File: src/hdl/query_pkg.sv
package query_pkg;

	////////////////////////////////////////
	// widths
	////////////////////////////////////////

	localparam int NUM_PRED  = 8;      // predicates, also columns per record
	localparam int COL_W     = 32;
	localparam int BEAT_W    = 256;
	localparam int NUM_BEATS = 4;      // parameter beats per command
	localparam int SEL_W     = $clog2(NUM_PRED);
	localparam int PRED_W    = 48;     // one predicate slot in a beat
	localparam int TABLE_W   = 2 ** NUM_PRED;
	localparam int CNT_W     = 32;     // record count field

	// predicates per beat
	localparam int PREDS_LO  = 5;
	localparam int PREDS_HI  = NUM_PRED - PREDS_LO;

	////////////////////////////////////////
	// opcodes and states
	////////////////////////////////////////

	// comparison codes, anything else compares false
	typedef enum logic [7:0]
	{
		op_eq = 8'd0,
		op_ne = 8'd1,
		op_lt = 8'd2,
		op_gt = 8'd3,
		op_le = 8'd4,
		op_ge = 8'd5
	} pred_op_e;

	typedef enum logic [2:0]
	{
		st_idle,
		st_header,    // beat 0, record count
		st_table,     // beat 1, truth table
		st_pred_lo,   // beat 2, predicates 0..4
		st_pred_hi,   // beat 3, predicates 5..7
		st_active
	} ctrl_state_e;

	////////////////////////////////////////
	// beat and record layouts
	////////////////////////////////////////

	typedef struct packed
	{
		logic [COL_W-1:0] value;
		logic [7:0]       col;
		pred_op_e         op;   // low byte of the slot
	} pred_t;

	typedef pred_t [NUM_PRED-1:0] pred_set_t;

	// column 0 in the low bits
	typedef logic [NUM_PRED-1:0][COL_W-1:0] record_t;

	// bit n is the result for predicate vector n
	typedef logic [TABLE_W-1:0] truth_table_t;

endpackage

File: src/hdl/predicate_unit.sv
`timescale 1ns/1ps

module predicate_unit
	import query_pkg::*;
(
	input  logic    clk,
	input  logic    rst,
	input  pred_t   pred,
	input  logic    in_valid,
	input  record_t rec,
	output logic    hit,
	output logic    out_valid
);

	logic [COL_W-1:0] col_val;
	logic             col_ok;
	logic             cmp;

	////////////////////////////////////////
	// column select
	////////////////////////////////////////

	// out of range column never hits
	assign col_ok  = (pred.col < 8'(NUM_PRED));
	assign col_val = rec[pred.col[SEL_W-1:0]];

	////////////////////////////////////////
	// compare, unsigned
	////////////////////////////////////////

	always_comb
	begin
		case (pred.op)
			op_eq:
				cmp = (col_val == pred.value);
			op_ne:
				cmp = (col_val != pred.value);
			op_lt:
				cmp = (col_val < pred.value);
			op_gt:
				cmp = (col_val > pred.value);
			op_le:
				cmp = (col_val <= pred.value);
			op_ge:
				cmp = (col_val >= pred.value);
			default:
				cmp = 1'b0;   // undefined opcode
		endcase
	end

	always_ff @(posedge clk or negedge rst)
	begin
		if (!rst)
			out_valid <= 1'b0;
		else
			out_valid <= in_valid;
	end

	always_ff @(posedge clk)
	begin
		if (in_valid)
			hit <= col_ok && cmp;
	end

endmodule

File: src/hdl/match_lookup.sv
`timescale 1ns/1ps

module match_lookup
	import query_pkg::*;
(
	input  logic                clk,
	input  logic                rst,
	input  logic                in_valid,
	input  logic [NUM_PRED-1:0] hits,
	input  truth_table_t        table_bits,
	input  logic [CNT_W-1:0]    record_count,
	output logic                match_valid,
	output logic                match,
	output logic                query_done
);

	logic [CNT_W-1:0] seen;   // records already looked up
	logic             last;

	////////////////////////////////////////
	// end of query detect
	////////////////////////////////////////

	assign last = ((seen + CNT_W'(1)) == record_count);

	always_ff @(posedge clk or negedge rst)
	begin
		if (!rst)
		begin
			seen        <= '0;
			match_valid <= 1'b0;
			query_done  <= 1'b0;
		end
		else
		begin
			match_valid <= in_valid;
			query_done  <= in_valid && last;
			if (in_valid)
			begin
				if (last)
					seen <= '0;   // ready for the next command
				else
					seen <= seen + CNT_W'(1);
			end
		end
	end

	////////////////////////////////////////
	// truth table read
	////////////////////////////////////////

	// predicate bits form the address
	always_ff @(posedge clk)
	begin
		if (in_valid)
			match <= table_bits[hits];
	end

endmodule

File: src/hdl/query_controller.sv
`timescale 1ns/1ps

module query_controller
	import query_pkg::*;
(
	input  logic                 clk,
	input  logic                 rst,
	input  logic                 cmd_pending,
	input  logic [BEAT_W-1:0]    para_data,
	input  logic                 rec_valid,
	input  record_t              rec_data,
	input  logic                 query_done,
	output logic                 para_rd,
	output logic                 cmd_ack,
	output logic                 query_active,
	output pred_set_t            preds,
	output truth_table_t         table_bits,
	output logic [CNT_W-1:0]     record_count,
	output logic                 stage_valid,
	output record_t              stage_rec
);

	ctrl_state_e state;
	ctrl_state_e next_state;
	logic        loading;
	logic        accept;

	////////////////////////////////////////
	// command FSM
	////////////////////////////////////////

	always_ff @(posedge clk or negedge rst)
	begin
		if (!rst)
			state <= st_idle;
		else
			state <= next_state;
	end

	always_comb
	begin
		next_state = state;
		case (state)
			st_idle:
			begin
				if (cmd_pending)
					next_state = st_header;
			end
			st_header:
				next_state = st_table;
			st_table:
				next_state = st_pred_lo;
			st_pred_lo:
				next_state = st_pred_hi;
			st_pred_hi:
				next_state = st_active;
			st_active:
			begin
				// last match leaves the pipe
				if (query_done)
					next_state = st_idle;
			end
			default:
				next_state = st_idle;
		endcase
	end

	// one beat popped per load state
	assign loading = (state == st_header) || (state == st_table) ||
		(state == st_pred_lo) || (state == st_pred_hi);
	assign para_rd = loading;

	// pop the command once all beats are in
	always_ff @(posedge clk or negedge rst)
	begin
		if (!rst)
			cmd_ack <= 1'b0;
		else
			cmd_ack <= (state == st_pred_hi);
	end

	// falls together with query_done
	assign query_active = (state == st_active) && !query_done;

	////////////////////////////////////////
	// parameter beat capture
	////////////////////////////////////////

	always_ff @(posedge clk)
	begin
		case (state)
			st_header:
				record_count <= para_data[CNT_W-1:0];
			st_table:
				table_bits <= para_data[TABLE_W-1:0];
			st_pred_lo:
			begin
				for (int i = 0; i < PREDS_LO; i++)
					preds[i] <= para_data[i*PRED_W +: PRED_W];
			end
			st_pred_hi:
			begin
				for (int i = 0; i < PREDS_HI; i++)
					preds[PREDS_LO+i] <= para_data[i*PRED_W +: PRED_W];
			end
			default:
			begin
				// hold config while idle or active
			end
		endcase
	end

	////////////////////////////////////////
	// record gating
	////////////////////////////////////////

	assign accept = rec_valid && query_active;

	always_ff @(posedge clk or negedge rst)
	begin
		if (!rst)
			stage_valid <= 1'b0;
		else
			stage_valid <= accept;
	end

	always_ff @(posedge clk)
	begin
		if (accept)
			stage_rec <= rec_data;   // same record fans out to all units
	end

endmodule

File: src/hdl/query_filter.sv
`timescale 1ns/1ps

module query_filter
	import query_pkg::*;
(
	input  logic              clk,
	input  logic              rst,
	input  logic              cmd_pending,
	input  logic [BEAT_W-1:0] para_data,
	output logic              para_rd,
	output logic              cmd_ack,
	input  logic              rec_valid,
	input  record_t           rec_data,
	output logic              query_active,
	output logic              match_valid,
	output logic              match,
	output logic              query_done
);

	pred_set_t           preds;
	truth_table_t        table_bits;
	logic [CNT_W-1:0]    record_count;
	logic                stage_valid;
	record_t             stage_rec;
	logic [NUM_PRED-1:0] hits;
	logic [NUM_PRED-1:0] pred_valid;

	////////////////////////////////////////
	// command load and record gating
	////////////////////////////////////////

	query_controller u_ctrl
	(
		.clk          (clk),
		.rst          (rst),
		.cmd_pending  (cmd_pending),
		.para_data    (para_data),
		.rec_valid    (rec_valid),
		.rec_data     (rec_data),
		.query_done   (query_done),
		.para_rd      (para_rd),
		.cmd_ack      (cmd_ack),
		.query_active (query_active),
		.preds        (preds),
		.table_bits   (table_bits),
		.record_count (record_count),
		.stage_valid  (stage_valid),
		.stage_rec    (stage_rec)
	);

	////////////////////////////////////////
	// predicate stage
	////////////////////////////////////////

	for (genvar g = 0; g < NUM_PRED; g++)
	begin : g_pred
		predicate_unit u_pred
		(
			.clk       (clk),
			.rst       (rst),
			.pred      (preds[g]),
			.in_valid  (stage_valid),
			.rec       (stage_rec),
			.hit       (hits[g]),
			.out_valid (pred_valid[g])
		);
	end

	// all units run in lockstep, unit 0 carries the valid
	match_lookup u_lookup
	(
		.clk          (clk),
		.rst          (rst),
		.in_valid     (pred_valid[0]),
		.hits         (hits),
		.table_bits   (table_bits),
		.record_count (record_count),
		.match_valid  (match_valid),
		.match        (match),
		.query_done   (query_done)
	);

endmodule

File: config.mk
export PLATFORM = sky130hd
export DESIGN_NAME = query_filter
export DESIGN_NICKNAME = d
export VERILOG_FILES = /design/src/hdl/query_pkg.sv /design/src/hdl/predicate_unit.sv /design/src/hdl/match_lookup.sv /design/src/hdl/query_controller.sv /design/src/hdl/query_filter.sv
export SDC_FILE = /design/constraint.sdc
export NUM_CORES = 2
export LEC_CHECK = 0
export BUFFER_PORTS_ARGS = -buffer_cell sky130_fd_sc_hd__buf_2
export CAP_MARGIN = 20
export CORE_MARGIN = 5
export CORE_UTILIZATION = 35
export DETAILED_ROUTE_END_ITERATION = 10
export PLACE_DENSITY = 0.62
export SYNTH_ARGS = -nofsm -noshare
export SYNTH_HDL_FRONTEND = slang
export SYNTH_SLANG_ARGS = --single-unit
File: constraint.sdc
create_clock -name clk -period 23.2 [get_ports clk]
set_clock_uncertainty 0.2 [all_clocks]
set_input_delay 4.64 -clock clk [delete_from_list [all_inputs] [get_ports clk]]
set_output_delay 4.64 -clock clk [all_outputs]
set_load 0.02 [all_outputs]
==> flow_metrics.tcl <==
set metrics [dict create \
    syn_nets 4156 \
    end_kind "register" \
    clkTransAtPathRegs_ns 0.06 \
    drt_pass1_iterations 6 \
    syn_to_final_growth_pct 15.9 \
    hp-class "register to register" \
    dieWidth_um 409 \
    ys_types 67 \
    gp_congestion 0.904 \
    ant_nets 0 \
    die_y_um 409 \
    p_leak_nw 23.6 \
    cts_made_buffers 108 \
    slowest_delay_ns 0.97 \
    rsz0062_at_grt "false" \
    critical_path_buf_inv_count 3 \
    io_pins 522 \
    period_share_pct 30.5 \
    setup.worst_path.class "input pin to register" \
    clock_latency_ns 0.74 \
    overflow 0 \
    period_minus_slack_ns 7.08 \
    critical_path.cell_chain "buf_2, and2_4, buf_4, buf_4" \
    initial_core_util_pct 35.2 \
    async_flop_share_pct 4.09 \
    synth.avg_cell_area_sq_um 16.5 \
    worst_pin_slew_ns 1.22 \
    htree_levels 3 \
    max-vdd-ir-drop_mv 0.0523 \
    netlist_area_sq_um 55700 \
    final_cells 6081 \
    dpl.cell_count 5842 \
    drv_cap 0 \
    cts_resized 0 \
    rows 146 \
    synth_cells 3383 \
    ys_ff_latch 977 \
    post_cts_buffers 0 \
    cp_max_fo 86 \
    setup_violations 0 \
    num_vias 36200 \
    drt-vias-per-instance 5.95 \
    arrival_ns 7.26 \
    nNetsFinal 4655 \
    crit_slowest_cell "buf_4" \
    setup_tns_ns 0 \
    grt_usage_pct 22.9 \
    cts_hold_buf 0 \
    synth_largest_area_cell "edfxtp_1" \
    portBuffers 521 \
    crit_required_ns 23.38 \
    synth_ff_type "edfxtp_1" \
    critPathLaunchType "input pin" \
    timing.critical_path.mode_cell "buf_4" \
    grt_pass1_vias 35700 \
    timing.slew.headroom_pct 18.9 \
    root_buffer "clkbuf_16" \
    yosysWarnings 0 \
    finalHoldViolCount 0 \
    synth_edf_count 937 \
    synth_seq_area_share_pct 52.3 \
    synthTopCellsByArea "edfxtp_1, mux4_2, ha_1, mux2_2, dfrtp_1" \
    max_freq_ghz 0.141 \
    antenna_found_initial 69 \
    cts_tree "built" \
    p_per_area_nw_per_um2 67.6 \
    place_hpwl_um 141000 \
    clockBufferDepth 3 \
    grt_max_degree 160 \
    drt_iter0_markers 4286 \
    wirelength_um 195000 \
    slew_violations 0 \
    clkSinkCount 977 \
    path_delay_family "buffers and inverters" \
    grt_pass1_wl_um 273000 \
    drive_gt1_share_pct 41.2 \
    placeableCoreArea_sq_um 158000 \
    drc 0 \
    synth_top_area_share_pct 50.5 \
    status "complete, no violations" \
    fin_hold_ws_ns 0.296 \
    detail_route.wl_per_cell_um 32.1 \
    dieArea_sq_um 167000 \
]
state kept, by name, indices dropped and copies added, names as in the netlist:
name                     count
u_ctrl.cmd_ack               1
g_pred.u_pred.out_valid      1
u_lookup.query_done          1
u_ctrl.stage_rec           256
u_ctrl.preds               384
g_pred.u_pred.hit            8
u_ctrl.state                 3
u_lookup.seen               32
u_ctrl.stage_valid           1
u_ctrl.record_count         32
u_lookup.match               1
u_ctrl.table_bits          256
u_lookup.match_valid         1
final cells by class:
class | count | area [sq um]
Fill cell | 14300 | 93800
Sequential cell | 977 | 29100
Clock buffer | 119 | 2800
Clock inverter | 86 | 1010
Antenna cell | 32 | 80.1
Tap cell | 2072 | 2590
Timing Repair Buffer | 586 | 3160
Inverter | 258 | 968
Multi-Input combinational cell | 1951 | 24800
per-layer routing:
layer	up-vias	wire length [um]	GRT usage [%]
li1	15000	-	-
met3	282	22700	7.63
met5	-	222	0
met1	18900	79000	31.4
met2	2009	87900	34.7
met4	36	5570	6.51
report_power, final:
| part | switching, mW | leakage [nW] | internal (mW) | total (mW) |
|---|---|---|---|---|
| Sequential | 0.0951 | 9.17 | 1.99 | 2.09 |
| Combinational | 0.219 | 12.6 | 0.218 | 0.437 |
| Clock | 0.781 | 1.85 | 1.06 | 1.84 |
final timing paths:
| kind | to | depth (start not counted) | start | slack, ns |
|---|---|---|---|---|
| worst max-delay path | u_ctrl.stage_rec[149]$_DFFE_PP_ | 4 | rec_valid | 16.12 |
| worst min-delay path | u_ctrl.state[0]$_DFFE_PN0P_ | 1 | u_lookup.query_done$_DFF_PN0_ | 0.30 |
| worst max register to register | g_pred[1].u_pred.hit$_DFFE_PP_ | 12 | u_ctrl.preds[56]$_DFFE_PP_ | 17.57 |
| worst min register to register | u_ctrl.state[0]$_DFFE_PN0P_ | 1 | u_lookup.query_done$_DFF_PN0_ | 0.30 |
| max in group asynchronous | g_pred[0].u_pred.out_valid$_DFF_PN0_ | 2 | rst | 18.71 |
| min in group asynchronous | u_lookup.seen[30]$_DFFE_PN0P_ | 1 | rst | 3.61 |
cell families (layout without fill, tap and decap cells):
kind of cell / count (synthesis) / after routing / share of synthesized area [%]
buffers and inverters: 455 / 1049 / 3.17
and+or+nand+nor: 419 / 419 / 4.29
AOI/OAI and AO/OA: 352 / 352 / 4.10
other: 0 / 32 / 0
DFF: 977 / 977 / 52.3
xor gates and xnor gates: 53 / 53 / 0.833
muxes: 870 / 870 / 29.5
adders and majority gates: 257 / 257 / 5.77
metrics by stage:
stage	setup WS (ns)	util [%]	area [sq um]	power (mW)
after floorplan	2.21	-	55700	2.35
after global placement	15.44	38.3	60600	2.55
after detailed placement	15.35	38.3	60700	2.55
after CTS	16.18	40.7	64500	4.40
after global routing	16.05	40.7	64500	4.51
final	16.12	40.8	64600	4.37
cells in the mapped netlist (18+ instances only):
cell type,instances
nand2_1,41
mux4_2,594
nor3_1,51
nand4_1,76
nand3_1,33
edfxtp_1,937
mux2i_1,27
o21ai_0,52
a21oi_1,98
dfrtp_1,40
a21o_1,111
nor2_1,70
ha_1,257
nand2b_1,18
buf_1,69
mux2_2,249
inv_1,257
clkbuf_1,104
o21a_1,30
xnor2_1,37
nor4_1,24
cells in the final DEF (no fill, tap or decap), types with 12 or more instances in the layout:
cell / n
a21o_1: 111
a21oi_1: 98
and3_1: 16
buf_2: 522
buf_4: 58
bufinv_16: 16
clkbuf_16: 110
clkinv_1: 16
clkinv_2: 23
dfrtp_1: 40
diode_2: 32
edfxtp_1: 937
ha_1: 257
inv_1: 257
mux2_2: 249
mux2i_1: 27
mux4_2: 594
nand2_1: 41
nand2b_1: 18
nand3_1: 33
nand4_1: 76
nor2_1: 68
nor2b_1: 12
nor3_1: 51
nor4_1: 24
o211ai_1: 15
o21a_1: 30
o21ai_0: 52
or4_1: 17
xnor2_1: 37
xor2_1: 16
Note: power is estimated with default switching activity, not from simulation.
